File: config.mk
export PLATFORM = sky130hd
export DESIGN_NAME = arb_tree_top
export DESIGN_NICKNAME = d
export VERILOG_FILES = /design/src/hdl/arb_pkg.sv /design/src/hdl/thermo_rr_arbiter.sv /design/src/hdl/arb_ctrl.sv /design/src/hdl/grant_combine.sv /design/src/hdl/arb_tree_top.sv
export VERILOG_INCLUDE_DIRS = /design/src /design/src/hdl
export SDC_FILE = /design/constraint.sdc
export NUM_CORES = 1
export LEC_CHECK = 0
export BUFFER_PORTS_ARGS = -buffer_cell sky130_fd_sc_hd__buf_4
export CAP_MARGIN = 20
export CORE_MARGIN = 3
export CORE_UTILIZATION = 35
export CTS_CLUSTER_DIAMETER = 200
export DETAILED_ROUTE_END_ITERATION = 7
export PLACE_DENSITY = 0.66
export SLEW_MARGIN = 20
export SYNTH_ARGS = -nofsm -noshare
export SYNTH_HDL_FRONTEND = slang
export SYNTH_SLANG_ARGS = --single-unit
File: constraint.sdc
create_clock -name clk -period 4.42 [get_ports clk]
set_input_delay 0.442 -clock clk [delete_from_list [all_inputs] [get_ports clk]]
set_output_delay 0.442 -clock clk [all_outputs]
set_load 0.03 [all_outputs]
File: src/hdl/arb_macros.svh
`ifndef ARB_MACROS_SVH
`define ARB_MACROS_SVH

// requesters seen by the tree
`define ARB_NUM_REQ 16

// first level split
`define ARB_GROUP_NUM 4
`define ARB_GROUP_WIDTH (`ARB_NUM_REQ / `ARB_GROUP_NUM)

// group number in the upper bits, member in the lower bits
`define ARB_IDX_W 4

`endif

File: src/hdl/arb_pkg.sv
`include "arb_macros.svh"

package arb_pkg;

    // one bit per requester, requester 0 in bit 0
    typedef logic [`ARB_NUM_REQ-1:0] req_vec_t;

    // one bit per group
    typedef logic [`ARB_GROUP_NUM-1:0] grp_vec_t;

    // local one-hot grants, group 0 in the low slice
    typedef logic [`ARB_GROUP_NUM-1:0][`ARB_GROUP_WIDTH-1:0] grp_grant_t;

    // grant as seen by the consumer
    // onehot and index are only meaningful while valid is high
    typedef struct packed {
        logic                  valid;
        logic [`ARB_IDX_W-1:0] index;
        req_vec_t              onehot;
    } grant_s;

endpackage

File: src/hdl/thermo_rr_arbiter.sv
`timescale 1ns/1ns

module thermo_rr_arbiter #(
    parameter int WIDTH = 4
) (
    input  logic             clk,
    input  logic             reset,
    input  logic [WIDTH-1:0] request,
    input  logic             advance,
    output logic [WIDTH-1:0] grant,
    output logic             any_request
);

    // ones above the last accepted grant
    logic [WIDTH-1:0] prio_mask;
    logic [WIDTH-1:0] masked_request;
    logic [WIDTH-1:0] thermo_all;
    logic [WIDTH-1:0] thermo_masked;
    logic [WIDTH-1:0] thermo_sel;
    logic [WIDTH-1:0] edge_mask;

    // bit i set when any input bit at or below i is set
    function automatic logic [WIDTH-1:0] thermo(input logic [WIDTH-1:0] vec);
        logic [WIDTH-1:0] code;
        code[0] = vec[0];
        for (int i = 1; i < WIDTH; i++) begin
            code[i] = code[i-1] | vec[i];
        end
        return code;
    endfunction

    assign masked_request = request & prio_mask;
    assign thermo_all     = thermo(request);
    assign thermo_masked  = thermo(masked_request);

    // nobody above the pointer, so wrap to the lowest requester
    assign thermo_sel = thermo_masked[WIDTH-1] ? thermo_masked : thermo_all;

    // the rising edge of the code is the winner
    assign edge_mask   = {thermo_sel[WIDTH-2:0], 1'b0};
    assign grant       = thermo_sel ^ edge_mask;
    assign any_request = thermo_all[WIDTH-1];

    // next search starts just above the winner
    always_ff @(posedge clk or posedge reset) begin
        if (reset) begin
            prio_mask <= '1;
        end else if (advance) begin
            prio_mask <= edge_mask;
        end
    end

endmodule

File: src/hdl/arb_ctrl.sv
`timescale 1ns/1ns

module arb_ctrl (
    input  logic               ready,
    input  arb_pkg::grp_vec_t  group_any,
    input  arb_pkg::grp_vec_t  top_grant,
    output logic               grant_valid,
    output logic               top_advance,
    output arb_pkg::grp_vec_t  group_advance
);

    // handshake completes this cycle
    logic accept;

    // any requester anywhere gives a winner
    assign grant_valid = |group_any;

    assign accept = grant_valid & ready;

    // top pointer moves on every accepted grant
    assign top_advance = accept;

    // only the winning group rotates
    // losing groups keep their pointer for their next win
    always_comb begin
        group_advance = '0;
        if (accept) begin
            group_advance = top_grant;
        end
    end

endmodule

File: src/hdl/grant_combine.sv
`timescale 1ns/1ns
`include "arb_macros.svh"

module grant_combine (
    input  arb_pkg::grp_grant_t     group_grant,
    input  arb_pkg::grp_vec_t       top_grant,
    output arb_pkg::req_vec_t       onehot,
    output logic [`ARB_IDX_W-1:0]   index
);

    localparam int GRP_IDX_W = $clog2(`ARB_GROUP_NUM);
    localparam int LOC_IDX_W = $clog2(`ARB_GROUP_WIDTH);
    // encoder input wide enough for either one-hot vector
    localparam int ENC_W = (`ARB_GROUP_NUM > `ARB_GROUP_WIDTH) ?
                           `ARB_GROUP_NUM : `ARB_GROUP_WIDTH;

    arb_pkg::grp_grant_t          masked_grant;
    logic [`ARB_GROUP_WIDTH-1:0]  local_grant;
    int unsigned                  group_pos;
    int unsigned                  local_pos;

    // or of the set positions is exact for a one-hot input
    function automatic int unsigned onehot_pos(input logic [ENC_W-1:0] vec);
        int unsigned pos;
        pos = 0;
        for (int unsigned i = 0; i < ENC_W; i++) begin
            if (vec[i]) begin
                pos = pos | i;
            end
        end
        return pos;
    endfunction

    // drop groups that lost at the top, fold the rest into one slice
    always_comb begin
        local_grant = '0;
        for (int g = 0; g < `ARB_GROUP_NUM; g++) begin
            masked_grant[g] = top_grant[g] ? group_grant[g] : '0;
            local_grant     = local_grant | masked_grant[g];
        end
    end

    // group slices are already in requester order
    assign onehot = masked_grant;

    assign group_pos = onehot_pos(ENC_W'(top_grant));
    assign local_pos = onehot_pos(ENC_W'(local_grant));

    // group number on top, member position below
    assign index = {GRP_IDX_W'(group_pos), LOC_IDX_W'(local_pos)};

endmodule

File: src/hdl/arb_tree_top.sv
`timescale 1ns/1ns
`include "arb_macros.svh"

module arb_tree_top (
    input  logic               clk,
    input  logic               reset,
    input  arb_pkg::req_vec_t  request,
    input  logic               ready,
    output arb_pkg::grant_s    grant
);

    // first level results
    arb_pkg::grp_grant_t          group_grant;
    arb_pkg::grp_vec_t            group_any;
    arb_pkg::grp_vec_t            group_advance;

    // second level results
    arb_pkg::grp_vec_t            top_grant;
    logic                         top_advance;

    logic                         grant_valid;
    arb_pkg::req_vec_t            grant_onehot;
    logic [`ARB_IDX_W-1:0]        grant_index;

    // one local round robin per group of requesters
    for (genvar g = 0; g < `ARB_GROUP_NUM; g++) begin : gen_group
        thermo_rr_arbiter #(
            .WIDTH        (`ARB_GROUP_WIDTH)
        ) u_group_arb (
            .clk          (clk),
            .reset        (reset),
            .request      (request[g*`ARB_GROUP_WIDTH +: `ARB_GROUP_WIDTH]),
            .advance      (group_advance[g]),
            .grant        (group_grant[g]),
            .any_request  (group_any[g])
        );
    end

    // picks among groups that have something pending
    // its own any_request repeats grant_valid and is left open
    thermo_rr_arbiter #(
        .WIDTH        (`ARB_GROUP_NUM)
    ) u_top_arb (
        .clk          (clk),
        .reset        (reset),
        .request      (group_any),
        .advance      (top_advance),
        .grant        (top_grant),
        .any_request  ()
    );

    arb_ctrl u_ctrl (
        .ready          (ready),
        .group_any      (group_any),
        .top_grant      (top_grant),
        .grant_valid    (grant_valid),
        .top_advance    (top_advance),
        .group_advance  (group_advance)
    );

    grant_combine u_combine (
        .group_grant  (group_grant),
        .top_grant    (top_grant),
        .onehot       (grant_onehot),
        .index        (grant_index)
    );

    assign grant = '{
        valid:  grant_valid,
        index:  grant_index,
        onehot: grant_onehot
    };

endmodule

==> metrics.md <==
| Metric | Value |
|---|---|
| Status | `completed` |
| Period utilization | `roughly 72%` |
| Inserted Diodes | `0` |
| Via count | `about 1500` |
| Register clock-pin slew on the reported worst setup and hold paths | `0.08 ns` |
| Layout Nets | `~230` |
| DRC Markers | `0` |
| Critical-path maximum fanout | `8` |
| FP Rows | `23` |
| # setup viols final | `0` |
| Most common cell after layout, fill and taps aside | `buf_4` |
| Clock buffer depth | `2` |
| Most frequent cells in the layout | `40 x buf_4, 20 x dfstp_2, 14 x o21ai_0` |
| Finished Core Util | `approximately 47%` |
| Vias in the first global route | `1310` |
| Yosys Warn Count | `0` |
| Power, Total | `between 1000 and 1500 µW` |
| Ys flop type | `dfstp_2` |
| Area Growth Syn to Fin | `26.1%` |
| Worst-margin pin slew | `1.02 ns` |
| # hold bufs at CTS | `0` |
| Post-CTS Setup Repair Bufs | `0` |
| Global Route Usage Sum | `15.5%` |
| Slowest stage delay, CP | `0.93 ns` |
| Sequential-to-total area share from yosys stat | `about a third` |
| Critical Path, Cell by Cell | `buf_4, o41ai_1, nand3_2, o21ba_2, a211oi_1, nand4_1, buf_4` |
| Largest net degree at the start of global routing | `21` |
| Crit-path slowest cell | `o41ai_1` |
| Die area | `5160 µm²` |
| Max-cap violations | `0` |
| Worst r2r src | `u_top_arb.prio_mask[2]` |
| Yosys top cell by area | `dfstp_2` |
| Worst setup path startpoint | `request[8]` |
| Max-slew violation count | `0` |
| Synth Cell Area | `1520 µm²` |
| Hold WC Path Type | `reg2reg` |
| Synth top area share | `34.6%` |
| Setup crit end kind | `primary output` |
| Final ANT Viol Nets | `0` |
| Clock Sink Count | `20` |
| Area contributors post-synth | `dfstp_2 35%, o21ai_0 4.6%, nand2_1 3.2%` |
| Core Area | `4090 µm²` |
| Max rail drop VDD | `0.454 mV` |
| Count of cell types in the netlist | `a little under 60` |
| First-pass GRT wire length | `6400 µm` |
| 1st-pass router iterations | `4` |
| FF-to-FF setup slack | `roughly 2.5 ns` |
| Share of layout cells above drive strength 1 | `about two fifths` |
| EDFF count, synth | `0` |
| Startpoint type of the worst setup path | `input pin` |
| Global route total overflow | `0` |
| Worst Path Arrival | `roughly 2.7 ns` |
| TritonCTS Buffers | `3` |
| Total wire length | `between 4000 and 5000 µm` |
| Max_slew headroom | `between 30% and 40%` |
| Drt initial violations | `107` |
| WHS Path Cells | `2` |
| RSZ-0062 raised after global routing | `no` |
| Wirelength per Cell | `16.1 µm` |
| Die extent in x | `71.9 µm` |
| Pleak | `between 0.0007 and 0.0008 µW` |
| Vias/cell | `roughly 5.9` |
| IO Pins | `40` |
| Clk_lat worst skew | `0.26 ns` |
| Starting Density | `37.1%` |
| Crit path required time | `between 3 and 4 ns` |
| Clk_skew | `between 0.001 and 0.0015 ns` |
| Mapped Avg Cell Area | `9.09 µm²` |
| Die Y | `roughly 72 µm` |
| Setup TNS | `0 ns` |
| Final Hold Fails | `0` |
| Cts repair resizes | `0` |
| Tmin final | `about 3.2 ns` |
| Final RePlAce weighted congestion | `0.865` |
| TritonCTS clock tree | `yes` |
| Post-synthesis cell count | `around 170` |
| Worst Path Class, Setup | `in2out` |
| Clock root buffer | `clkbuf_8` |
| Worst path most repeated cell | `buf_4` |
| Async set or reset register ratio after synthesis | `100%` |
| R2r worst-path depth | `5` |
| Highest Clock Rate | `~320 MHz` |
| DP HPWL | `roughly 3200 µm` |
| RR Endpoint | `gen_group[2].u_group_arb.prio_mask[2]` |
| Syn Nets | `~190` |
| Initial antenna violation count | `0` |
| Pwr/cell area | `between 600 and 700 nW/µm²` |
| Register bit total from synthesis | `20` |
| Critical path destination | `grant[17]` |
| IO Port Bufs | `39` |
| H-Tree Depth | `1` |
kinds of logic after synthesis:
logic type,Yosys count,share of synthesized area [%]
buffers and inverters,12,4.29
muxes,6,4.86
and+or+nand+nor,65,25.0
DFF,20,34.6
AOI/OAI and AO/OA,64,31.2
stage by stage:
stage               cell area, µm²  worst slack (ns)  hold WS [ns]  instances
floorplan                     1520              1.08         0.448        167
global placement              1840              1.27         0.464        252
detailed placement            1840              1.27         0.472        252
CTS                           1910              1.25         0.484        256
global route                  1910              1.01         0.511        256
finish                        1910              1.25         0.477        256
critical path, delay by kind of cell:
family | cells | cell delay, ns
AOI/OAI and AO/OA | 3 | 1.56
buffers and inverters | 2 | 0.33
and+or+nand+nor | 2 | 0.40
synthesized netlist by cell type (2+ instances only):
master,instances
nor4_1,2
a31oi_1,2
o41a_1,2
dfstp_2,20
or3_1,2
a22oi_1,6
o21a_1,2
o211ai_1,4
and2_1,5
a21o_1,2
or4_4,2
a211oi_1,4
nand2b_1,2
nor2b_1,6
mux2_2,3
nand2_1,13
a222oi_1,3
buf_6,2
nor3_1,8
or2_2,2
nor2_1,9
o41ai_1,4
a21oi_1,6
inv_1,7
o21ai_0,14
o22ai_1,2
mux2_4,2
state kept, by name, indices dropped and copies added (netlist names):
register                         flops
gen_group.u_group_arb.prio_mask     16
u_top_arb.prio_mask                  4
worst min-delay path by stage:
stage	startpoint	to	slack (ns)
detailed placement	u_top_arb.prio_mask[3]	u_top_arb.prio_mask[3]	0.47
floorplan	u_top_arb.prio_mask[3]	u_top_arb.prio_mask[3]	0.45
finish	u_top_arb.prio_mask[3]	u_top_arb.prio_mask[3]	0.48
global placement	u_top_arb.prio_mask[3]	u_top_arb.prio_mask[3]	0.46
CTS	u_top_arb.prio_mask[3]	u_top_arb.prio_mask[3]	0.48
global route	u_top_arb.prio_mask[3]	u_top_arb.prio_mask[3]	0.51
where the power goes:
part	total (µW)	internal [µW]	switching, µW
Combinational	756	299	458
Clock	189	121	67.7
Sequential	363	298	65.8
Total	1310	717	591
layer usage:
layer,share of wire [%],wire length [µm],vias to the layer above,global-route usage (%)
met5,0,0,-,0
met4,0.71,29,0,2.51
met3,8.1,335,4,4.63
met2,44,1820,54,23.1
met1,47,1930,706,22.5
li1,-,-,739,-
area by class of cell:
cell class | instances | area [µm²]
multi-input cells | 135 | 927
clock inverters | 1 | 30.0
well taps | 50 | 62.6
clock buffers | 3 | 41.3
inverters | 7 | 26.3
flip-flops and latches | 20 | 526
fillers | 408 | 2170
repair buffers | 40 | 300
Note: power is estimated with default switching activity, not from simulation.
